===== src/verilog/core_params.svh =====
`ifndef CORE_PARAMS_SVH
`define CORE_PARAMS_SVH

// data path width, also the width of an instruction word
`define CORE_XLEN 32

`define CORE_NREGS 32

// immediate field as encoded in bits 13..0
`define CORE_IMM_W 14

`define CORE_DMEM_WORDS 64

// instruction memory is word addressed, so this counts instructions
`define CORE_PC_W 8

`endif

===== src/verilog/core_pkg.sv =====
`default_nettype none

`include "core_params.svh"

package core_pkg;

	typedef logic [`CORE_XLEN-1:0] word_t;
	typedef logic [$clog2(`CORE_NREGS)-1:0] reg_addr_t;
	typedef logic [`CORE_IMM_W-1:0] imm_t;
	typedef logic [`CORE_PC_W-1:0] pc_t;
	typedef logic [31:0] instr_t;

	typedef enum logic [5:0] {
		OP_NOP = 6'd0,
		OP_ALU,
		OP_ADDI,
		OP_LW,
		OP_SW,
		OP_BEQ
	} opcode_e;

	typedef enum logic [4:0] {
		FN_ADD = 5'd0,
		FN_SUB,
		FN_AND,
		FN_OR,
		FN_XOR,
		FN_SLT
	} alu_fn_e;

	typedef enum logic [1:0] {
		WB_ALU = 2'd0,
		WB_MEM
	} wb_sel_e;

	typedef struct packed {
		logic      do_dm_read;
		logic      do_dm_write;
		logic      do_reg_write;
		reg_addr_t write_reg_addr;
		wb_sel_e   wb_sel;
		alu_fn_e   alu_fn;
		logic      alu_use_imm;
		logic      is_branch;
	} ctrl_t;

	typedef struct packed {
		ctrl_t ctrl;
		word_t ra_data;
		word_t rt_data;
		word_t imm_extend;
		imm_t  imm;
	} id_ex_t;

	typedef struct packed {
		ctrl_t ctrl;
		word_t alu_result; // branch target for a BEQ
		word_t rt_data;
		logic  branch_taken;
	} ex_mem_t;

	typedef struct packed {
		logic      do_reg_write;
		reg_addr_t write_reg_addr;
		word_t     write_reg_data;
	} mem_wb_t;

endpackage

`default_nettype wire


===== src/verilog/pipe_regs.sv =====
`timescale 1ns/10ps
`default_nettype none

module pipe_regs (
	input  logic              clock,
	input  logic              rst_n,
	input  core_pkg::instr_t  if_instr,
	output core_pkg::instr_t  id_instr,
	input  core_pkg::id_ex_t  id_in,
	output core_pkg::id_ex_t  ex_stage,
	input  core_pkg::ex_mem_t ex_in,
	output core_pkg::ex_mem_t mem_stage,
	input  core_pkg::mem_wb_t wb_in,
	output core_pkg::mem_wb_t wb_stage,
	input  logic              hold_if,
	input  logic              flush_if,
	input  logic              flush_id,
	input  logic              flush_ex
);

	// IF/ID keeps the stalled instruction until decode can issue it
	always_ff @(posedge clock) begin
		if (!rst_n || flush_if) begin
			id_instr <= '0;
		end else if (!hold_if) begin
			id_instr <= if_instr;
		end
	end

	// ID/EX is also flushed for a stall, which turns it into a bubble
	always_ff @(posedge clock) begin
		if (!rst_n || flush_id) begin
			ex_stage <= '0;
		end else begin
			ex_stage <= id_in;
		end
	end

	always_ff @(posedge clock) begin
		if (!rst_n || flush_ex) begin
			mem_stage <= '0;
		end else begin
			mem_stage <= ex_in;
		end
	end

	// MEM/WB only holds instructions older than any branch in flight
	always_ff @(posedge clock) begin
		if (!rst_n) begin
			wb_stage <= '0;
		end else begin
			wb_stage <= wb_in;
		end
	end

endmodule

`default_nettype wire


===== config.mk =====
export PLATFORM = sky130hd
export DESIGN_NAME = pipe_regs
export DESIGN_NICKNAME = d
export VERILOG_FILES = /design/src/verilog/core_pkg.sv /design/src/verilog/pipe_regs.sv
export VERILOG_INCLUDE_DIRS = /design/src /design/src/verilog
export SDC_FILE = /design/constraint.sdc
export NUM_CORES = 1
export LEC_CHECK = 0
export BUFFER_PORTS_ARGS = -buffer_cell sky130_fd_sc_hd__buf_2
export CAP_MARGIN = 15
export CORE_AREA = 2 2 220 222
export DETAILED_ROUTE_END_ITERATION = 8
export DIE_AREA = 0 0 222 224
export RECOVER_POWER = 50
export SLEW_MARGIN = 20
export SYNTH_ARGS = -nofsm -noshare
export SYNTH_HDL_FRONTEND = slang
export SYNTH_SLANG_ARGS = --single-unit

===== constraint.sdc =====
create_clock -name clock -period 0.8 [get_ports clock]
set_clock_uncertainty 0.1 [all_clocks]
set_input_delay 0.04 -clock clock [delete_from_list [all_inputs] [get_ports clock]]
set_output_delay 0.04 -clock clock [all_outputs]
set_load 0.01 [all_outputs]

Yosys cells after proc, flatten, opt, wreduce, memory -nomap -nowiden:

Cells that the tools add are included.

* flip-flop bits (word level): 279
* bits of input ports: 285
* logic and storage cells: 31

* reductions and logical operators: 4

Operators by type and width (count)
* $logic_or 1x1->1: 3
* $logic_not 1->1: 1

Longest topological paths before layout:

* depth after elaboration: 2
* mapped depth: 5
* mapped depth without buffers: 2

Worst setup path after synthesis:

Ideal clock, no wire load.

* path kind: input to register
* start point: in hold_if
* end point: reg id_instr[0]
* library setup time: 0.117 ns
* data arrival time: 0.665 ns
* required time: 0.583 ns
* slack: -0.083 ns
* stages: 4
* cell sequence: buf_2 > buf_2 > mux2i_1 > nor2_1

RTL lines
* from (decl): RTL line pipe_regs.sv:15 `input logic hold_if,`
* to (signal assigned): RTL line pipe_regs.sv:26 `id_instr <= if_instr;`
* to (decl): RTL line pipe_regs.sv:8 `output core_pkg::instr_t id_instr,`

Worst setup path in the final report:

* start point: reg mem_stage[10] (netlist bit)
* end point: out mem_stage[10] (netlist bit)

RTL lines
* from (decl): RTL line pipe_regs.sv:12 `output core_pkg::ex_mem_t mem_stage,`
* from (signal assigned): RTL line pipe_regs.sv:43 `mem_stage <= ex_in;`

No word-level cell between the ends.

==> run metrics <==
outcome=complete, but fails checks; failing checks=hold timing, setup timing; DRT Wirelength=32,400 µm; multi-input gate area in the final layout=0.00202 mm²; first-pass GRT wire length=46,200 µm; Yosys top cell area share=0.717; Yosys cell types=11; Slew Limit Fails=0; sequential cell area=0.00583 mm²; Syn Area/Cell=12.4 µm²; fin crit share=1.49; register area share after synthesis=0.717; GR Overflow Total=0; TritonCTS clock tree=done; DR vias=7,636; Fill cells=4,491; top_reg_cell synth=dfxtp_1; post-synth top area cell=dfxtp_1; TritonCTS Sinks=279; clock slew seen by the registers of the worst setup and hold paths=0.06 ns; Cell Rows=80; RSZ-0062 raised after global routing=yes; DIE AREA=0.0497 mm²; largest net degree at the start of global routing=83; GRT Util Overall=0.119; H-tree depth=1; DR WL/cell=15.3 µm; Port-buffer cells=563; DRT iter0 DRCs=178; DP Area=0.0114 mm²; EDFF count, synth=0; switching share of power=0.227; Synth area leaders=dfxtp_1 72%, and2_1 20%, mux2i_1 4.1%; Post-Syn Area=0.00779 mm²; Highest Clock Rate=842 MHz; area delta synth->final=113%; die height=224 µm; Die Width=222 µm; count of final setup violators=291; Critical-path top delay cell=dfxtp_4; Critical Path Max Stage Delay=0.36 ns; Post-synth ARST share=0; Logic pwr share=0.124; Starting Density=0.165; sequential share of power=0.457; layout cells sized above 1=0.539; power per standard cell area=1960 mW/mm²; Min Hold Slack=-0.110 ns; 1st-pass router iterations=4; Max-Slew Margin vs Limit=0.692; Clock Power Share=0.419; vias in the first global route=8,280; CP endpoint kind=output port; Leak=7.77 nW; DRC=0; Max clock buf depth=3; worst-skew pair later-pin latency=0.56 ns; initial antenna violation count=5; CTS root buf=clkbuf_16; Final WS setup=-0.388 ns; cell family with most CP delay=flip-flops; cts bufs inserted=31; Syn Nets=912; I/O Pins=564; via/cell ratio=3.60; core footprint=0.0473 mm²; Mapped Cells=627; hpwl dp=20,700 µm; Yosys reg bits=279; post-route ant nets=0; Worst setup SP type=register; final net count=1,771; CP cell instances=buf_6; required time worst endpoint=0.66 ns; Setup CP Type=register to output port; Final Wtd Congestion=0.833; hold crit path type=input port to register; Worst Path Buf+Inv=1; most frequent cell after synthesis=dfxtp_1; Power, Total=32.5 mW; Worst Max-Slew Pin Slew=0.461 ns; final critical-path required period=1.19 ns; Pint=25.1 mW; Synth warnings=0; Net Sw Power=7.38 mW; top post-synthesis cells by count=279 x dfxtp_1, 247 x and2_1, 32 x mux2i_1, 32 x nor2_1, 17 x clkbuf_2; Final Hold Viols=82; Max Cap Viol=0; Worst Path Max Fanout=1; Finished Cell Area=0.0166 mm²; VDD IR max=1.56 mV; CP arrival=1.05 ns
==> power by group through the flow <==
stage / clock, mW / combinational [mW] / sequential [mW]
detailed placement: 0 / 2.45 / 14.9
finish: 13.6 / 4.03 / 14.8
floorplan: 0 / 0.644 / 15.2
global placement: 0 / 2.43 / 14.9
CTS: 14.1 / 3.79 / 14.7
global route: 14.6 / 4.30 / 14.9
==> metrics by stage <==
stage                     TNS (ns)  cells  setup WS [ns]   util
after global routing       -109.64   2124         -0.437  0.350
after global placement      -70.32   1782         -0.329  0.240
after floorplan              -1.68    627        -0.0383      -
final                       -93.91   2124         -0.388  0.350
after CTS                  -113.15   2119         -0.434  0.337
after detailed placement    -74.93   1782         -0.349  0.240
==> metal layers <==
layer	routed length [µm]	up-vias	GRT usage	share of wire
met1	11800	3483	0.125	0.36
met4	1440	4	0.0567	0.044
met3	3210	90	0.0450	0.099
li1	-	3632	-	-
met2	15900	427	0.211	0.49
met5	27	-	0	0.00083
==> logic make-up (layout without fill, tap and decap cells) <==
family,Yosys count,in the layout,synth area share
buffers and inverters,34,915,0.0252
flip-flops,279,279,0.717
multiplexers,32,32,0.0411
other,0,1,0
AND/OR/NAND/NOR,282,282,0.217
==> timing repair <==
item / CTS / global route
resized for setup: 234 / 174
hold endpoints to repair: 279 / 254
setup endpoints to repair: 279 / 315
hold buffers: 281 / 2
pin swaps: 0 / 2
setup buffers: 1 / 5
==> layout by cell type (no fill, tap or decap) <==
cell and instances:
dlygate4sd3_1 281, nor2_1 32, buf_4 3, clkinv_2 7, and2_0 15, clkbuf_4 1
mux2i_1 30, inv_6 1, mux2i_2 2, diode_2 1, or2b_1 1, buf_6 193
nor2b_1 1, buf_12 4, bufinv_16 1, and2_1 232, clkbuf_2 3, nor2b_4 1
dfxtp_2 186, clkbuf_16 31, dfxtp_1 91, dfxtp_4 2, clkbuf_8 6, clkinvlp_4 1
clkbuf_1 12, buf_2 371
==> final timing paths <==
kind / startpoint / end / slack [ns] / depth (start not counted)
max reg2reg: id_instr[13] / id_instr[13] / -0.17 / 4
max: mem_stage[10] / mem_stage[10] / -0.39 / 1
min reg2reg: id_instr[21] / id_instr[21] / 0.40 / 2
min: flush_if / id_instr[12] / -0.11 / 4
==> final cells by class <==
| type | instances | area share |
|---|---|---|
| Clock inverter | 10 | 0.00491 |
| Timing Repair Buffer | 860 | 0.421 |
| Multi-Input combinational cell | 314 | 0.122 |
| Antenna cell | 1 | 0.000151 |
| Sequential cell | 279 | 0.352 |
| Clock buffer | 45 | 0.0536 |
| Tap cell | 615 | 0.0464 |
==> registers in the layout, indices dropped and copies added (netlist names) <==
register   flops
ex_stage     127
id_instr      32
mem_stage     82
wb_stage      38
No activity file was read; power rests on OpenSTA's default activity.
