--- src/verilog/core_params.svh ---
`ifndef CORE_PARAMS_SVH
`define CORE_PARAMS_SVH

// data path width, also the width of an instruction word
`define CORE_XLEN 32

`define CORE_NREGS 32

// immediate field as encoded in bits 13..0
`define CORE_IMM_W 14

`define CORE_DMEM_WORDS 64

// instruction memory is word addressed, so this counts instructions
`define CORE_PC_W 8

`endif
--- src/verilog/core_pkg.sv ---
`default_nettype none

`include "core_params.svh"

package core_pkg;

	typedef logic [`CORE_XLEN-1:0] word_t;
	typedef logic [$clog2(`CORE_NREGS)-1:0] reg_addr_t;
	typedef logic [`CORE_IMM_W-1:0] imm_t;
	typedef logic [`CORE_PC_W-1:0] pc_t;
	typedef logic [31:0] instr_t;

	typedef enum logic [5:0] {
		OP_NOP = 6'd0,
		OP_ALU,
		OP_ADDI,
		OP_LW,
		OP_SW,
		OP_BEQ
	} opcode_e;

	typedef enum logic [4:0] {
		FN_ADD = 5'd0,
		FN_SUB,
		FN_AND,
		FN_OR,
		FN_XOR,
		FN_SLT
	} alu_fn_e;

	typedef enum logic [1:0] {
		WB_ALU = 2'd0,
		WB_MEM
	} wb_sel_e;

	typedef struct packed {
		logic      do_dm_read;
		logic      do_dm_write;
		logic      do_reg_write;
		reg_addr_t write_reg_addr;
		wb_sel_e   wb_sel;
		alu_fn_e   alu_fn;
		logic      alu_use_imm;
		logic      is_branch;
	} ctrl_t;

	typedef struct packed {
		ctrl_t ctrl;
		word_t ra_data;
		word_t rt_data;
		word_t imm_extend;
		imm_t  imm;
	} id_ex_t;

	typedef struct packed {
		ctrl_t ctrl;
		word_t alu_result; // branch target for a BEQ
		word_t rt_data;
		logic  branch_taken;
	} ex_mem_t;

	typedef struct packed {
		logic      do_reg_write;
		reg_addr_t write_reg_addr;
		word_t     write_reg_data;
	} mem_wb_t;

endpackage

`default_nettype wire

--- src/verilog/reg_file.sv ---
`timescale 1ns/10ps
`default_nettype none

`include "core_params.svh"

module reg_file (
	input  logic                clock,
	input  logic                rst_n,
	input  core_pkg::reg_addr_t ra_addr,
	input  core_pkg::reg_addr_t rt_addr,
	output core_pkg::word_t     ra_data,
	output core_pkg::word_t     rt_data,
	input  logic                we,
	input  core_pkg::reg_addr_t wa,
	input  core_pkg::word_t     wd
);
	import core_pkg::*;

	word_t regs [`CORE_NREGS];
	logic  write_ok;

	assign write_ok = we && (wa != '0);

	always_ff @(posedge clock) begin
		if (!rst_n) begin
			for (int i = 0; i < `CORE_NREGS; i++)
				regs[i] <= '0;
		end else if (write_ok) begin
			regs[wa] <= wd;
		end
	end

	// the writeback value is visible to decode in the same cycle
	assign ra_data = (write_ok && wa == ra_addr) ? wd : regs[ra_addr];
	assign rt_data = (write_ok && wa == rt_addr) ? wd : regs[rt_addr];

endmodule

`default_nettype wire

--- config.mk ---
export PLATFORM = sky130hd
export DESIGN_NAME = reg_file
export DESIGN_NICKNAME = d
export VERILOG_FILES = /design/src/verilog/core_pkg.sv /design/src/verilog/reg_file.sv
export VERILOG_INCLUDE_DIRS = /design/src /design/src/verilog
export SDC_FILE = /design/constraint.sdc
export NUM_CORES = 2
export LEC_CHECK = 0
export BUFFER_PORTS_ARGS = -buffer_cell sky130_fd_sc_hd__buf_4
export CAP_MARGIN = 20
export CORE_ASPECT_RATIO = 0.8
export CORE_MARGIN = 5
export CORE_UTILIZATION = 55
export CTS_BUF_LIST = sky130_fd_sc_hd__clkbuf_8
export DETAILED_ROUTE_END_ITERATION = 8
export PLACE_DENSITY_LB_ADDON = 0.08
export SLEW_MARGIN = 20
export SYNTH_ARGS = -nofsm -noshare
export SYNTH_HDL_FRONTEND = slang
export SYNTH_SLANG_ARGS = --single-unit
--- constraint.sdc ---
create_clock -name clock -period 7.85 [get_ports clock]
set_input_delay 0.3925 -clock clock [delete_from_list [all_inputs] [get_ports clock]]
set_output_delay 0.3925 -clock clock [all_outputs]
set_load 0.01 [all_outputs]
# Word level (Yosys, flattened, before mapping)
# Memory sizes are Yosys's and may differ from the RTL's.
# Cells that the tools add are included.
# word_totals
reg_bits	0
ram_bits	1024
in_bits	50
out_inout_bits	64
word_cells	17
mem_count	1
# memory_table
name	words	word_bits	read_ports	rd_ports_with_merged_regs	write_ports	line	source
regs	32	32	2	0	32	reg_file.sv:19	word_t regs [`CORE_NREGS];
# classes
eq_ne	2
n_mux	9
reduce_logical	5
# ops
cell	count
2-to-1 mux 32 bit	3
OR reduction 32 bit	1
equality test 5 bit	2
2-to-1 mux 1 bit	5
2-to-1 mux 5 bit	1
nonzero test 5 bit	1
logical AND 1 bit	3

# Depth between registers and ports, before layout
# logic_depth
depth_word	7
ltp_mapped	9
depth_no_buf	5

# Least setup slack after synthesis
# Ideal clock, no wire load.
# synth_timing
kind	in2reg
startpoint	in rst_n
endpoint	mem regs[24][0] (netlist bit) (enable)
setup_time_ps	466
t_arrival_ps	3945
required_time_ps	7384
slack_ps	3439
stages	4
path_buffers	1
cell_sequence	inv_1 -> or4_1 -> buf_2 -> o21ai_0
# synth_lines
element	line	source
from (decl)	reg_file.sv:8	input logic rst_n,
to (decl)	reg_file.sv:19	

# Worst setup path after layout
# layout_timing
startpoint	in rt_addr[1]
endpoint	out rt_data[16]
# layout_between
elab_chain_len	3
word_cells_on_any_way	4
classes_between	eq/ne (1); mux (1); reduce/logical (1); memory (1)
# layout_lines
element	line	source
from (decl)	reg_file.sv:10	input core_pkg::reg_addr_t rt_addr,
branches (longest 2 deep; another with memory (32 x 32 bit))	n/a	
2-to-1 mux 32 bit (*)	reg_file.sv:35	assign rt_data = (write_ok && wa == rt_addr) ? wd : regs[rt_addr];
to (decl)	reg_file.sv:12	output core_pkg::word_t rt_data,
# Mark *: on every way between the ends.

==> impl_results.md <==
- Status: completed
- Final GP Congestion: around 0.9
- Async set-or-reset flop fraction in the synthesized netlist: 0%
- Syn Inst Count: 3499
- Area share of the largest cell type after synthesis: 57.35%
- Number of global-route vias before repair: 34670
- CTS root buf: clkbuf_8
- Fin cells: about 5000
- Die ar.: approximately 0.10 sq mm
- Chip Height: 289.3 microns
- Remaining antenna violation count: 0
- Worst hold-check path type: in -> reg
- Required time worst endpoint: 7460 ps
- Inst Count DP: 4640
- Share of post-route cells with drive strength above 1: 27.18%
- Reg clk slew, reported paths: roughly 60 ps
- Largest area contributor in the netlist: edfxtp_1
- Hold slack: roughly 110 ps
- Post_cts resized: 0
- Clk buf depth: 3
- Biggest regs: regs x1024
- Slew @ Worst Pin: around 1200 ps
- Initial antenna violation count: 38
- Setup violators final: 0
- Post-layout nets: between 3000 and 4000
- Worst setup path startpoint: rt_addr[1]
- Crit. End Element: primary output
- Largest net degree at the start of global routing: around 120
- Startpoint class of the critical path: input pin
- Chip width: 359.1 microns
- Top post-synthesis cells by area: edfxtp_1, mux4_2, and2_1
- Final-report max-slew violation count: 0
- Core area: just under 0.1 sq mm
- Num rows: about 100
- Syn_area_per_cell: approximately 15 sq um
- Wire per inst: ~36 microns
- Peak VDD IR: 0.1576 mV
- Dpl hpwl: around 110000 microns
- Hold Path Sink: regs[16][14]
- Design area: between 0.05 and 0.06 sq mm
- Fmax: around 240 MHz
- Crit path max fanout: 110
- Crit path time final: around 4200 ps
- Flops & latches, synth: 1024
- Initial DRC Count: ~5600
- H-tree Lvls: 4
- Seq/Total Area, Yosys: 57.35%
- Gr usage total: 34.32%
- Max FFs per register: about 1000
- Fill cells: 7333
- Post-DP Area: 0.05582 sq mm
- Top-count cell post-synth: edfxtp_1
- Worst EP arrival: 3770 ps
- 1st-pass router iterations: 5
- Slew headroom: 18.80%
- Yosys warns: 0
- Inserted Clock Buffers: 169
- Largest Register: regs
- Via-to-Cell Ratio: approximately 7.0
- Period utilisation layout: 53.03%
- Hold Path Cell Cnt: 2
- Setup bufs post-CTS: 0
- Most instantiated cells after synthesis: edfxtp_1, and2_1, mux4_2
- Multi-input gate area: 0.02174 sq mm
- Clock sinks: slightly above 1000
- Post-route DRC violation count: 0
- Max-Cap Viols: 0
- I/O Buffers: 113
- Leakage: 19.94 nW
- GR Overflow Total: 0
- Unrepaired setup endpoints after global routing: no
- Total number of vias: ~34000
- Hold_sp: wd[14]
- Cell Area, Synth: approximately 0.054 sq mm
- Ys flop type: edfxtp_1
- Yosys cell types: 38
- Starting Density: 55.42%
- I/O pin cnt: ~110
- Post-synth EDFFs: around 1000
- Crit Path Class: in -> out
- Post-Route WL: roughly 180000 microns
- Sequential cell area: approximately 0.031 sq mm
- Endpoints failing hold: 0
- Power Density: 210.7 mW/mm^2
- Setup TNS: 0 ps
- CTS Hold Buffers Added: 0
- First-pass GRT wire length: roughly 250000 microns
- Area grow syn2layout: 9.895%
- TritonCTS clock tree: done
area by class of cell:
| class | instances | share of cell area (%) |
|---|---|---|
| Clock inverter | 127 | 1.072 |
| Inverter | 1 | 0.01062 |
| Clock buffer | 175 | 4.088 |
| Sequential cell | 1024 | 52.19 |
| Timing Repair Buffer | 203 | 2.931 |
| Tap cell | 1300 | 2.761 |
| Antenna cell | 11 | 0.04672 |
| Multi-Input combinational cell | 2113 | 36.90 |
worst max-delay path by stage:
stage               slack, ps     endpoint  depth (start not counted)
floorplan                3440  regs[24][0]                          4
global placement         3630  rt_data[30]                          9
detailed placement       3760  rt_data[30]                          9
CTS                      3750  rt_data[30]                          9
global route             3540  rt_data[30]                          9
finish                   3690  rt_data[16]                          7
per-stage QoR:
step / setup WS [ps] / utilization (%) / total power (W)
finish: 3687 / 60.90 / 0.01242
global route: 3540 / 60.88 / 0.01278
CTS: 3755 / 60.85 / 0.01241
detailed placement: 3756 / 57.70 / 0.008101
global placement: 3626 / 57.58 / 0.008045
floorplan: 3439 / - / 0.007471
per-layer routing:
layer	vias up	track usage (%)	part of all wire (%)
met1	17850	48.81	37
met2	2599	50.18	44
met3	363	13.27	16
li1	13650	-	-
met5	-	0	0.083
met4	20	9.457	2.6
kinds of logic after synthesis:
kind of cell           after synthesis  share of synthesized area, %
buffers and inverters              393                         3.272
other                                1                      0.006995
multiplexers                       519                         21.55
AO/OA/AOI/OAI                      348                         3.904
XOR/XNOR                            10                        0.1634
flip-flops                        1024                         57.35
AND/OR/NAND/NOR                   1204                         13.75
critical path: stages:
cell,delay [ps]
buf_8,570
buf_12,620
mux4_2,350
o22ai_1,240
or4_1,610
o21ai_0,330
buf_4,190
where the power goes:
part | switching [W] | internal [W] | total, W
registers | 0.000146 | 0.00632 | 0.00647
clock network | 0.00221 | 0.00219 | 0.00440
logic | 0.000900 | 0.000653 | 0.00155
total | 0.00325 | 0.00916 | 0.0124
cell usage in the layout (no fill, tap or decap), drive strengths merged:
cell      Yosys  final
o211ai        1      1
a31oi         1      1
conb          1     32
nor4bb        1      1
nand4         2      2
xor2          4      4
or3b          4      4
o22ai       248    248
bufinv        0      4
o31ai         1      1
edfxtp     1024   1024
nand3b       10     10
nand2        70     70
mux2i        11     11
o21ai        93     93
nand4b        2      2
clkbuf      272    175
inv           1     61
mux4        508    508
buf         120    203
nor2         38     38
xnor2         6      6
or4          64     64
o211a         1      1
o2111ai       1      1
o2111a        2      2
diode         0     11
clkinvlp      0      6
nor3          1      1
and2        992    992
nor4          3      3
or3           3      3
nand3         9      9
nand2b        2      2
clkinv        0     57
nor2b         3      3
Note: power is estimated with default switching activity, not from simulation.
