--- config.mk ---
export PLATFORM = sky130hd
export DESIGN_NAME = instr_decoder
export DESIGN_NICKNAME = d
export VERILOG_FILES = /design/src/verilog/core_pkg.sv /design/src/verilog/instr_decoder.sv
export VERILOG_INCLUDE_DIRS = /design/src /design/src/verilog
export SDC_FILE = /design/constraint.sdc
export NUM_CORES = 1
export LEC_CHECK = 0
export ABC_AREA = 0
export BUFFER_PORTS_ARGS = -buffer_cell sky130_fd_sc_hd__buf_2
export CORE_MARGIN = 5
export CORE_UTILIZATION = 33
export DETAILED_ROUTE_END_ITERATION = 16
export PLACE_DENSITY_LB_ADDON = 0.05
export RECOVER_POWER = 25
export REMOVE_ABC_BUFFERS = 1
export SLEW_MARGIN = 20
export SYNTH_ARGS = -nofsm -noshare
export SYNTH_HDL_FRONTEND = slang
export SYNTH_SLANG_ARGS = --single-unit
--- constraint.sdc ---
create_clock -name vclk -period 2.1
set_clock_uncertainty 0.15 [all_clocks]
set_input_delay 0.315 -clock vclk [all_inputs]
set_output_delay 0.315 -clock vclk [all_outputs]
set_load 0.05 [all_outputs]
--- src/verilog/core_params.svh ---
`ifndef CORE_PARAMS_SVH
`define CORE_PARAMS_SVH

// data path width, also the width of an instruction word
`define CORE_XLEN 32

`define CORE_NREGS 32

// immediate field as encoded in bits 13..0
`define CORE_IMM_W 14

`define CORE_DMEM_WORDS 64

// instruction memory is word addressed, so this counts instructions
`define CORE_PC_W 8

`endif
--- src/verilog/core_pkg.sv ---
`default_nettype none

`include "core_params.svh"

package core_pkg;

	typedef logic [`CORE_XLEN-1:0] word_t;
	typedef logic [$clog2(`CORE_NREGS)-1:0] reg_addr_t;
	typedef logic [`CORE_IMM_W-1:0] imm_t;
	typedef logic [`CORE_PC_W-1:0] pc_t;
	typedef logic [31:0] instr_t;

	typedef enum logic [5:0] {
		OP_NOP = 6'd0,
		OP_ALU,
		OP_ADDI,
		OP_LW,
		OP_SW,
		OP_BEQ
	} opcode_e;

	typedef enum logic [4:0] {
		FN_ADD = 5'd0,
		FN_SUB,
		FN_AND,
		FN_OR,
		FN_XOR,
		FN_SLT
	} alu_fn_e;

	typedef enum logic [1:0] {
		WB_ALU = 2'd0,
		WB_MEM
	} wb_sel_e;

	typedef struct packed {
		logic      do_dm_read;
		logic      do_dm_write;
		logic      do_reg_write;
		reg_addr_t write_reg_addr;
		wb_sel_e   wb_sel;
		alu_fn_e   alu_fn;
		logic      alu_use_imm;
		logic      is_branch;
	} ctrl_t;

	typedef struct packed {
		ctrl_t ctrl;
		word_t ra_data;
		word_t rt_data;
		word_t imm_extend;
		imm_t  imm;
	} id_ex_t;

	typedef struct packed {
		ctrl_t ctrl;
		word_t alu_result; // branch target for a BEQ
		word_t rt_data;
		logic  branch_taken;
	} ex_mem_t;

	typedef struct packed {
		logic      do_reg_write;
		reg_addr_t write_reg_addr;
		word_t     write_reg_data;
	} mem_wb_t;

endpackage

`default_nettype wire

--- src/verilog/instr_decoder.sv ---
`timescale 1ns/10ps
`default_nettype none

`include "core_params.svh"

module instr_decoder (
	input  core_pkg::instr_t    instr,
	output core_pkg::ctrl_t     ctrl,
	output core_pkg::reg_addr_t ra_addr,
	output core_pkg::reg_addr_t rt_addr,
	output logic                uses_ra,
	output logic                uses_rt,
	output core_pkg::imm_t      imm,
	output core_pkg::word_t     imm_extend
);
	import core_pkg::*;

	opcode_e   opcode;
	reg_addr_t dest;

	assign opcode = opcode_e'(instr[31:26]);
	assign dest = instr[25:21];
	assign ra_addr = instr[20:16];
	assign imm = instr[13:0];
	assign imm_extend = {{(`CORE_XLEN - `CORE_IMM_W){imm[`CORE_IMM_W-1]}}, imm};

	always_comb begin
		ctrl = '0;
		uses_ra = 1'b0;
		uses_rt = 1'b0;
		rt_addr = instr[15:11];
		case (opcode)
			OP_ALU: begin
				ctrl.do_reg_write = 1'b1;
				ctrl.alu_fn = alu_fn_e'(instr[4:0]);
				uses_ra = 1'b1;
				uses_rt = 1'b1;
			end
			OP_ADDI: begin
				ctrl.do_reg_write = 1'b1;
				ctrl.alu_use_imm = 1'b1;
				uses_ra = 1'b1;
			end
			OP_LW: begin
				ctrl.do_dm_read = 1'b1;
				ctrl.do_reg_write = 1'b1;
				ctrl.wb_sel = WB_MEM;
				ctrl.alu_use_imm = 1'b1;
				uses_ra = 1'b1;
			end
			OP_SW: begin
				ctrl.do_dm_write = 1'b1;
				ctrl.alu_use_imm = 1'b1;
				rt_addr = dest; // store data comes from the destination field
				uses_ra = 1'b1;
				uses_rt = 1'b1;
			end
			OP_BEQ: begin
				ctrl.is_branch = 1'b1;
				rt_addr = dest;
				uses_ra = 1'b1;
				uses_rt = 1'b1;
			end
			default: begin
				ctrl = '0; // nop and unknown opcodes do nothing
			end
		endcase
		if (dest == '0)
			ctrl.do_reg_write = 1'b0; // a write to r0 never leaves the decoder
		ctrl.write_reg_addr = ctrl.do_reg_write ? dest : '0;
	end

endmodule

`default_nettype wire

# ---- Yosys cells after proc, flatten, opt, wreduce, memory -nomap -nowiden
# Index checks and enable logic that the tools add are counted.
dict set report totals {
  register_bits 0
  in_bits 32
  output_inout_bits 75
  wordCells 23
}
dict set report op_classes {
  eq_ne 5
  muxes 12
  reduce_logical 6
}
# op count
set op_table {}
lappend op_table {{$mux W5} 3}
lappend op_table {{$eq A6 B2 Y1 const B} 2}
lappend op_table {{$eq A6 B3 Y1 const B} 2}
lappend op_table {{$mux W1} 9}
lappend op_table {{$reduce_or A3 Y1} 3}
lappend op_table {{$eq A6 B1 Y1 const B} 1}
lappend op_table {{$logic_not A5 Y1} 1}
lappend op_table {{$reduce_or A5 Y1} 1}
lappend op_table {{$reduce_or A2 Y1} 1}

# ---- Depth between registers and ports, before layout
dict set report depth {
  word_depth 5
  depth_mapped 4
  ltp_nobuf 3
}

# ---- Worst setup path before layout
# OpenSTA, ideal clock, no wires.
dict set report synth_path {
  kind {input port to output port}
  from {in instr[28]}
  to {out ctrl[2] in the netlist's numbering}
  arrival_time_ps 2091
  required_time_ps 1635
  slack_ps -456
  cell_stages 4
  n_path_buf 1
  cell_sequence {clkbuf_2 -> nor4_1 -> nand2_1 -> nor3b_1}
}
# item line
set synth_lines {}
lappend synth_lines {{start, declared} instr_decoder.sv:7} ;# input core_pkg::instr_t instr,
lappend synth_lines {{end, declared} instr_decoder.sv:8} ;# output core_pkg::ctrl_t ctrl,

==> results_dict.tcl <==
set metrics [dict create \
    postCtsSetupRepairBufs 0 \
    netlist_instances 87 \
    synth_top_family_by_area "buffers and inverters" \
    grt_max_degree 22 \
    yosysMostFrequentCell "buf_4" \
    track_usage_pct 11.4 \
    hold_viol 0 \
    clock_buffers 0 \
    core_area_um2 1980 \
    drc 0 \
    tns_ns 0 \
    antenna_found_initial 0 \
    yosysSeqAreaShare_pct 0 \
    fmax_mhz 501 \
    register_area_um2 0 \
    ioPinCount 107 \
    cp-end-kind "primary output" \
    fp-row-count 16 \
    synth_top_area_share_pct 57.8 \
    fin_nets 148 \
    routed_wl_um 1980 \
    cp_top_family "simple AND/OR/NAND/NOR gates" \
    syn_area_um2 688 \
    comb_power_share_pct 100.0 \
    drv_cap 0 \
    swShare_pct 77.2 \
    synth_warnings 0 \
    antenna_left 0 \
    start_kind "primary input" \
    hold_start "instr[7]" \
    synth.top_cells.by_area "buf_4, mux2_4, nor3b_1" \
    hpwl_um 1750 \
    crit_slowest_cell "or3_1" \
    cp_max_fo 7 \
    hold_path_class "in -> out" \
    power_leakage_nw 0.474 \
    die_x_um 55.7 \
    syn_to_final_growth_pct 6.00 \
    firstDrtPassIters 2 \
    internal_power_w 0.0000619 \
    holdWs_ns 0.480 \
    max_stage_delay_ns 0.40 \
    syn_avg_cell_area_um2 7.91 \
    design.seq.count 0 \
    p_seq_share_pct 0 \
    synth_compound_area_share_pct 3.45 \
    muxShareOfSynthArea_pct 12.4 \
    drt_iter0_markers 3 \
    clockPowerShare_pct 0 \
    p_per_area_nw_per_um2 372 \
    fin_crit_sh_pct 95.0 \
    period_needed_ns 1.99 \
    grt-ovfl-total 0 \
    synthTopCellsByCount "buf_4, and2_1, mux2_4, nor3b_1, nor2_1" \
    fin_ws_ns 0.106 \
    holdPathEnd "imm_extend[7]" \
    path_cells "buf_2 > or3_1 > nor3_2 > buf_4 > and2_1 > buf_2" \
    crit_arrival_ns 1.53 \
    setup_viol 0 \
    outcome "finished clean" \
    crit_path_frequent_cell "buf_2" \
    grt_pass1_vias 536 \
    num_antenna_cells 0 \
    peakVddDrop_uv 208 \
    netlist.top_cell.by_area "buf_4" \
    crit_type "in -> out" \
    dieArea_um2 3100 \
    wl_per_cell_um 14.1 \
    slew_violations 0 \
    crit_buf_inv 3 \
    grt_setup_unrepaired "no" \
    drive_above_1_share_pct 80.7 \
    synth_xor_area_share_pct 0 \
    synthAdderAreaFrac_pct 0 \
    fp.dieH_um 55.7 \
    holdPathStages 0 \
    floorplan.initialDensity_pct 34.7 \
    place_congestion 0.667 \
    tightest_slew_ns 0.594 \
    grt_pass1_wl_um 2970 \
    p_sw_w 0.000210 \
    pre_cts_slack_ns 0.0929 \
    viasPerCell 4.00 \
    yosys.area_share.simple_pct 23.5 \
    route.vias.total 564 \
    final_core_util_pct 36.8 \
    relSlewSlack_pct 60.6 \
    synth.distinct_cells 19 \
    portBuffers 78 \
    crit_required_ns 1.63 \
]
==> timing repair <==
item / in CTS / in global routing
hold buffers: 0 / 0
endpoints found under the setup margin: 0 / 1
endpoints found under the hold margin: 0 / 0
resized for setup: 0 / 1
==> how the worst max path moves through the flow <==
stage                     cells past startpoint  slack, ns       end       from
after detailed placement                      6       0.09  ctrl[13]  instr[31]
after floorplan                               3      -0.32   ctrl[2]  instr[31]
final                                         6       0.11  ctrl[13]  instr[31]
after global placement                        6       0.08  ctrl[10]  instr[31]
after global routing                          6      0.007  ctrl[10]  instr[31]
after CTS                                     6       0.09  ctrl[13]  instr[31]
==> cell type report <==
cell class         count  area (um2)
multi-input cells     32         274
repair buffers        82         422
fillers              227        1250
well taps             27        33.8
==> cell families after synthesis <==
group / after synthesis
multiplexers: 6
AO/OA/AOI/OAI: 3
buffers and inverters: 55
AND/OR/NAND/NOR: 22
other: 1
==> cells in the final DEF, fill, tap and decap left out, drive strengths merged, types with 2 or more instances in the layout <==
cell type,synthesis,routed
and2,5,5
nor2,3,3
mux2,5,5
nand2,2,2
nor3b,5,5
o21a,2,2
nor4,2,2
and3,2,2
buf,54,80
clkbuf,1,2
==> metrics by stage <==
stage          std cells  cell area (um2)  total power, W
6_report             141              729        0.000272
5_1_grt              141              729        0.000284
4_1_cts              141              728        0.000274
3_5_place_dp         141              728        0.000274
3_3_place_gp         141              728        0.000274
2_1_floorplan         32              274       0.0000645
==> power by group through the flow <==
stage                     clock (W)  combinational (W)  sequential (W)
after global routing              0           0.000284               0
after CTS                         0           0.000274               0
final                             0           0.000272               0
after floorplan                   0          0.0000645               0
after global placement            0           0.000274               0
after detailed placement          0           0.000274               0
==> routing by layer <==
| layer | vias to the layer above | GRT usage (%) | routed length (um) | part of all wire, % |
|---|---|---|---|---|
| li1 | 284 | - | - | - |
| met1 | 231 | 10.5 | 562 | 28 |
| met2 | 49 | 19.6 | 1030 | 52 |
| met3 | 0 | 10.7 | 392 | 20 |
| met4 | 0 | 0 | 0 | 0 |
| met5 | - | 0 | 0 | 0 |
Power figures use the tool's default switching activity.
