<file path="config.mk">
export PLATFORM = sky130hd
export DESIGN_NAME = pipe_control
export DESIGN_NICKNAME = d
export VERILOG_FILES = /design/src/verilog/core_pkg.sv /design/src/verilog/pipe_control.sv
export VERILOG_INCLUDE_DIRS = /design/src /design/src/verilog
export SDC_FILE = /design/constraint.sdc
export NUM_CORES = 1
export LEC_CHECK = 0
export ABC_CLOCK_PERIOD_IN_PS = 6700
export BUFFER_PORTS_ARGS = -buffer_cell sky130_fd_sc_hd__buf_2
export CAP_MARGIN = 20
export CORE_AREA = 4 4 88 90
export DETAILED_ROUTE_END_ITERATION = 8
export DIE_AREA = 0 0 92 94
export RECOVER_POWER = 50
export SYNTH_ARGS = -nofsm -noshare
export SYNTH_HDL_FRONTEND = slang
export SYNTH_SLANG_ARGS = --single-unit
</file>
<file path="constraint.sdc">
create_clock -name clock -period 6.7 [get_ports clock]
set_clock_uncertainty 0.2 [all_clocks]
set_input_delay 1.34 -clock clock [delete_from_list [all_inputs] [get_ports clock]]
set_output_delay 1.34 -clock clock [all_outputs]
set_load 0.01 [all_outputs]
</file>
<file path="src/verilog/core_params.svh">
`ifndef CORE_PARAMS_SVH
`define CORE_PARAMS_SVH

// data path width, also the width of an instruction word
`define CORE_XLEN 32

`define CORE_NREGS 32

// immediate field as encoded in bits 13..0
`define CORE_IMM_W 14

`define CORE_DMEM_WORDS 64

// instruction memory is word addressed, so this counts instructions
`define CORE_PC_W 8

`endif
</file>
<file path="src/verilog/core_pkg.sv">
`default_nettype none

`include "core_params.svh"

package core_pkg;

	typedef logic [`CORE_XLEN-1:0] word_t;
	typedef logic [$clog2(`CORE_NREGS)-1:0] reg_addr_t;
	typedef logic [`CORE_IMM_W-1:0] imm_t;
	typedef logic [`CORE_PC_W-1:0] pc_t;
	typedef logic [31:0] instr_t;

	typedef enum logic [5:0] {
		OP_NOP = 6'd0,
		OP_ALU,
		OP_ADDI,
		OP_LW,
		OP_SW,
		OP_BEQ
	} opcode_e;

	typedef enum logic [4:0] {
		FN_ADD = 5'd0,
		FN_SUB,
		FN_AND,
		FN_OR,
		FN_XOR,
		FN_SLT
	} alu_fn_e;

	typedef enum logic [1:0] {
		WB_ALU = 2'd0,
		WB_MEM
	} wb_sel_e;

	typedef struct packed {
		logic      do_dm_read;
		logic      do_dm_write;
		logic      do_reg_write;
		reg_addr_t write_reg_addr;
		wb_sel_e   wb_sel;
		alu_fn_e   alu_fn;
		logic      alu_use_imm;
		logic      is_branch;
	} ctrl_t;

	typedef struct packed {
		ctrl_t ctrl;
		word_t ra_data;
		word_t rt_data;
		word_t imm_extend;
		imm_t  imm;
	} id_ex_t;

	typedef struct packed {
		ctrl_t ctrl;
		word_t alu_result; // branch target for a BEQ
		word_t rt_data;
		logic  branch_taken;
	} ex_mem_t;

	typedef struct packed {
		logic      do_reg_write;
		reg_addr_t write_reg_addr;
		word_t     write_reg_data;
	} mem_wb_t;

endpackage

`default_nettype wire

</file>
<file path="src/verilog/pipe_control.sv">
`timescale 1ns/10ps
`default_nettype none

module pipe_control (
	input  logic                clock,
	input  logic                rst_n,
	input  logic                uses_ra,
	input  logic                uses_rt,
	input  core_pkg::reg_addr_t ra_addr,
	input  core_pkg::reg_addr_t rt_addr,
	input  core_pkg::id_ex_t    ex_stage,
	input  core_pkg::ex_mem_t   mem_stage,
	output core_pkg::pc_t       pc,
	output logic                hold_if,
	output logic                flush_if,
	output logic                flush_id,
	output logic                flush_ex
);
	import core_pkg::*;

	logic stall;
	logic redirect;
	pc_t  target;

	function automatic logic pending(input logic used, input reg_addr_t src, input ctrl_t c);
		pending = used && (src != '0) && c.do_reg_write && (c.write_reg_addr == src);
	endfunction

	// the MEM/WB write is covered by the register file bypass
	assign stall = pending(uses_ra, ra_addr, ex_stage.ctrl) ||
		pending(uses_ra, ra_addr, mem_stage.ctrl) ||
		pending(uses_rt, rt_addr, ex_stage.ctrl) ||
		pending(uses_rt, rt_addr, mem_stage.ctrl);

	assign redirect = mem_stage.branch_taken;
	assign target = pc_t'(mem_stage.alu_result);

	assign hold_if = stall && !redirect; // a taken branch wins over the stall
	assign flush_if = redirect;
	assign flush_id = redirect || stall;
	assign flush_ex = redirect;

	always_ff @(posedge clock) begin
		if (!rst_n) begin
			pc <= '0;
		end else if (redirect) begin
			pc <= target;
		end else if (!stall) begin
			pc <= pc + 1'b1;
		end
	end

endmodule

`default_nettype wire

</file>
Yosys cells after proc, flatten, opt, wreduce, memory -nomap -nowiden
Index checks and enable logic that the tools add are counted.
- add/subtract/negate cells: 1
- eq/ne operators: 5
- mux-type cells: 2
- reduce and logical (&&, ||, !) cells: 18
- operators with widths (kind ; number):
    $eq A5 B5 Y1 ; 4
    $mux W8 ; 2
    $logic_and A1 B1 Y1 ; 11
    $reduce_bool A5 Y1 ; 2
    $add A8 B1 Y8 const B ; 1
    $logic_or A1 B1 Y1 ; 4
    $ne A2 B2 Y1 const B ; 1
    $logic_not A1 Y1 ; 1
- register bits after elaboration: 8
- input port bits: 223
- output and inout port bits: 12
- logic and storage cells: 27

Depth between registers and ports, before layout
- depth after elaboration: 9
- depth in mapped cells: 7
- mapped depth without buffers: 6

Least setup slack after synthesis
Ideal clock, no wire load.
- path type: in2out
- start: input port ra_addr[1]
- end: output port flush_id
- arrival: 2511 ps
- required time: 5160 ps
- slack: 2649 ps
- stages on the path: 5
- path buffers: 1
- cell sequence: or4_1 > o21a_1 > a32oi_4 > buf_6 > nand2_1
- longest elaborated chain between the ends: 8
- elaborated cells between the ends (all ways): 12
- those cells by class: 2 x eq/ne; 10 x reduce/logical
- RTL lines (what ; line ; text):
    start, declared ; pipe_control.sv:9 ; input core_pkg::reg_addr_t ra_addr,
    $reduce_bool A5 Y1 ; pipe_control.sv:26 ; pending = used && (src != '0) && c.do_reg_write && (c.write_reg_addr == src);
    $logic_and A1 B1 Y1 (3 in series) ; pipe_control.sv:26 ;
    $logic_or A1 B1 Y1 * ; pipe_control.sv:30 ; assign stall = pending(uses_ra, ra_addr, ex_stage.ctrl) ||
    $logic_or A1 B1 Y1 * ; pipe_control.sv:31 ; pending(uses_ra, ra_addr, mem_stage.ctrl) ||
    $logic_or A1 B1 Y1 * ; pipe_control.sv:32 ; pending(uses_rt, rt_addr, ex_stage.ctrl) ||
    $logic_or A1 B1 Y1 * ; pipe_control.sv:40 ; assign flush_id = redirect || stall;
    end, declared ; pipe_control.sv:16 ; output logic flush_id,
Mark *: on every way between the ends. The rest lies on a longest branch, timed or not.

Final worst setup path
Ends and elaborated chain as after synthesis.

==> impl_metrics.csv <==
group,metric,value,unit
status,status,"complete, no violations",
critical_path,cp.arrival,3.40,ns
critical_path,startpoint_type,"primary input",
cts,htree_levels,1,
cts,clockRootBuffer,"clkbuf_8",
cells_and_area,multiInputGateArea,528,µm²
cts,post_cts_resized,0,
power_and_ir_drop,pwr-share-seq,34.3,%
route,totalWireLength,2.53,mm
timing,slew_viol_final,0,
grt,grt_use_total,6.01,%
cts,clkTransAtPathRegs,0.04,ns
cells_and_area,largestRegisters,"pc x8",
timing,timing.final.crit_share,73.7,%
power_and_ir_drop,switching_share,28.5,%
placement,hpwlAfterDp,2.22,mm
cells_and_area,nets,363,
timing,fin_tns_setup,0,ns
min_path,hold_path_depth,2,
cts,clk_path_buf_depth,2,
min_path,hold_end,"pc[1]",
cells_and_area,fin_cells,236,
yosys,synthCells,92,
min_path,hold_path.startpoint,"pc[1]",
yosys,ys_types,28,
timing,setup_viol,0,
route,num_vias,810,
grt,antenna_found_initial,0,
critical_path,crit_required,5.16,ns
cells_and_area,seq_area,160,µm²
min_path,hp-class,"reg2reg",
cells_and_area,drive_gt1_share,29.2,%
floorplanning,die_w,92,µm
power_and_ir_drop,combPwrFrac,30.1,%
floorplanning,ios,235,
floorplanning,initial_core_util,10.8,%
cts,clkSinkCount,8,
floorplanning,die_area,0.00865,mm²
critical_path,path_class,"in2out",
yosys,ys_seq_area_share,21.1,%
grt,grt_pass1_wl,4.09,mm
placement,portBuffers,46,
cts,cts-buffers-inserted,3,
timing,tightest_slew,1.28,ns
grt,gr-total-overflow,0,
cts,cts_setup_buffers,0,
power_and_ir_drop,peakVddDrop,0.0000448,V
power_and_ir_drop,power_leakage,0.000467,µW
critical_path,reg2regPathDepth,5,
critical_path,crit_fanout,16,
route,dr.max_layer_used,"met3",
floorplanning,core.rowCount,31,
route,avgRoutedWirePerCell,10.7,µm
power_and_ir_drop,internal-power,115,µW
placement,place_area,0.00108,mm²
cts,cts_tree,"built",
grt,grt_max_degree,17,
yosys,syn_avg_cell_area,8.26,µm²
yosys,ys_ff_latch,8,
route,met1_length,1.32,mm
critical_path,worstSetupEndpointType,"output port",
cells_and_area,fin_area,0.00109,mm²
power_and_ir_drop,p_sw,46.0,µW
cts,clk_latency,0.23,ns
cells_and_area,n_fill_cell,840,
route,drc,0,
critical_path,r2r-start,"pc[0]",
yosys,yosys_warnings,0,
route,wl_met3,183,µm
power_and_ir_drop,powerDensity,147,mW/mm²
timing,clock.fmax,203,MHz
cells_and_area,largest_register,"pc",
route,drt_iter0_markers,11,
power_and_ir_drop,p_clk_share,35.6,%
critical_path,r2r-end,"pc[6]",
placement,globalplace.congestion,0.823,
timing,hold_violations,0,
floorplanning,fp.dieH,94,µm
floorplanning,core_area,0.00706,mm²
route,first_pass_iters,4,
timing,rsz0062_at_grt,"false",
critical_path,r2r_slack,4.93,ns
critical_path,cp-startpoint,"ra_addr[1]",
route,wl_met2,1.02,mm
cells_and_area,n_antenna_cell,0,
route,vias_per_cell,3.43,
timing,fin_crit,4.94,ns
yosys,syn-num-nets,316,
cts,holdBufCountCts,0,
route,drtAntennaViolNets,0,
cells_and_area,largest_register_ff_count,8,
grt,grt_pass1_vias,872,
timing,slew_headroom,14.7,%
power_and_ir_drop,power,161,µW
cells_and_area,areaGrowthSynthToFinish,44.2,%
yosys,synthesis.area,759,µm²
placement,dp_cells,233,
flow_run,cap_violations,0,
cell usage after synthesis:
master,count,area (µm²)
nand3_1,1,5.00
xnor2_1,21,184
nand4_1,4,25.0
o311a_1,5,50.1
clkbuf_1,1,3.75
a32oi_4,1,27.5
a21o_1,1,7.51
and4_1,2,17.5
mux2i_1,1,10.0
and3b_1,1,8.76
a31oi_1,3,18.8
o21ai_0,3,15.0
or4_1,1,7.51
ha_1,1,12.5
nand2b_1,5,31.3
buf_4,2,15.0
dfxtp_1,8,160
a21boi_1,1,7.51
inv_1,6,22.5
o22ai_1,2,12.5
a21oi_1,4,20.0
o21a_1,1,7.51
and2_1,2,12.5
nand2_1,6,22.5
and3_1,5,31.3
nor2_1,2,7.51
nor3_1,1,5.00
buf_6,1,11.3
power groups by stage:
stage	sequential, µW	combinational (µW)	clock (µW)
after floorplan	56.9	26.9	0
after global placement	55.7	50.8	0
after detailed placement	55.9	51.3	0
after CTS	55.1	51.5	59.9
after global routing	55.7	55.0	61.1
final	55.3	48.6	57.3
final cells by class:
cell class	instances	area share, %
sequential	8	14.6
clock buffer	3	3.77
timing repair buffer	46	20.0
multi-input combinational	74	48.2
inverter	6	2.06
tap	99	11.3
kinds of logic after synthesis:
group	after synthesis	synth area share, %
flip-flops	8	21.1
XOR/XNOR	21	24.2
AND/OR/NAND/NOR	30	22.9
buffers and inverters	10	6.92
multiplexers	1	1.32
AO/OA/AOI/OAI	21	21.9
adder cells (fa/ha/maj)	1	1.65
how the worst max path moves through the flow:
| stage | endpoint | slack (ns) | cells after the start |
|---|---|---|---|
| 6_report | flush_id | 1.76 | 6 |
| 5_1_grt | flush_id | 1.50 | 6 |
| 2_1_floorplan | flush_id | 2.65 | 5 |
| 4_1_cts | flush_id | 2.27 | 6 |
| 3_5_place_dp | flush_id | 2.27 | 6 |
| 3_3_place_gp | flush_id | 2.29 | 6 |
placed cells by master, fill, tap and decap left out, drive strengths merged:
master / netlist / routed
and3b: 1 / 1
ha: 1 / 1
o21a: 1 / 1
clkbuf: 1 / 12
and2: 2 / 2
nand2b: 5 / 5
buf: 3 / 37
a21o: 1 / 1
and4: 2 / 2
a32oi: 1 / 1
nand2: 6 / 6
a21boi: 1 / 1
o22ai: 2 / 2
or4: 1 / 1
xnor2: 21 / 21
nand4: 4 / 4
dfxtp: 8 / 8
o21ai: 3 / 3
o311a: 5 / 5
and3: 5 / 5
nor3: 1 / 1
a21oi: 4 / 4
mux2i: 1 / 1
nor2: 2 / 2
inv: 6 / 6
a31oi: 3 / 3
nand3: 1 / 1
critical path, stage by stage:
cell,delay [ns]
clkbuf_1,0.12
or4_1,0.52
o21a_1,0.18
a32oi_1,0.94
nand2_1,0.10
buf_2,0.18
through the flow:
stage / setup slack [ns] / hold WS [ns] / utilization (%)
3_5_place_dp: 2.27 / 0.370 / 15.3
2_1_floorplan: 2.65 / 0.378 / -
4_1_cts: 2.27 / 0.377 / 15.9
3_3_place_gp: 2.29 / 0.369 / 15.3
6_report: 1.76 / 0.379 / 15.5
5_1_grt: 1.50 / 0.418 / 15.5
routing by layer:
metal,vias up,track usage [%]
met4,0,1.11
met2,33,9.18
li1,420,-
met5,-,0
met3,0,2.24
met1,357,8.13
Power figures use the tool's default switching activity.
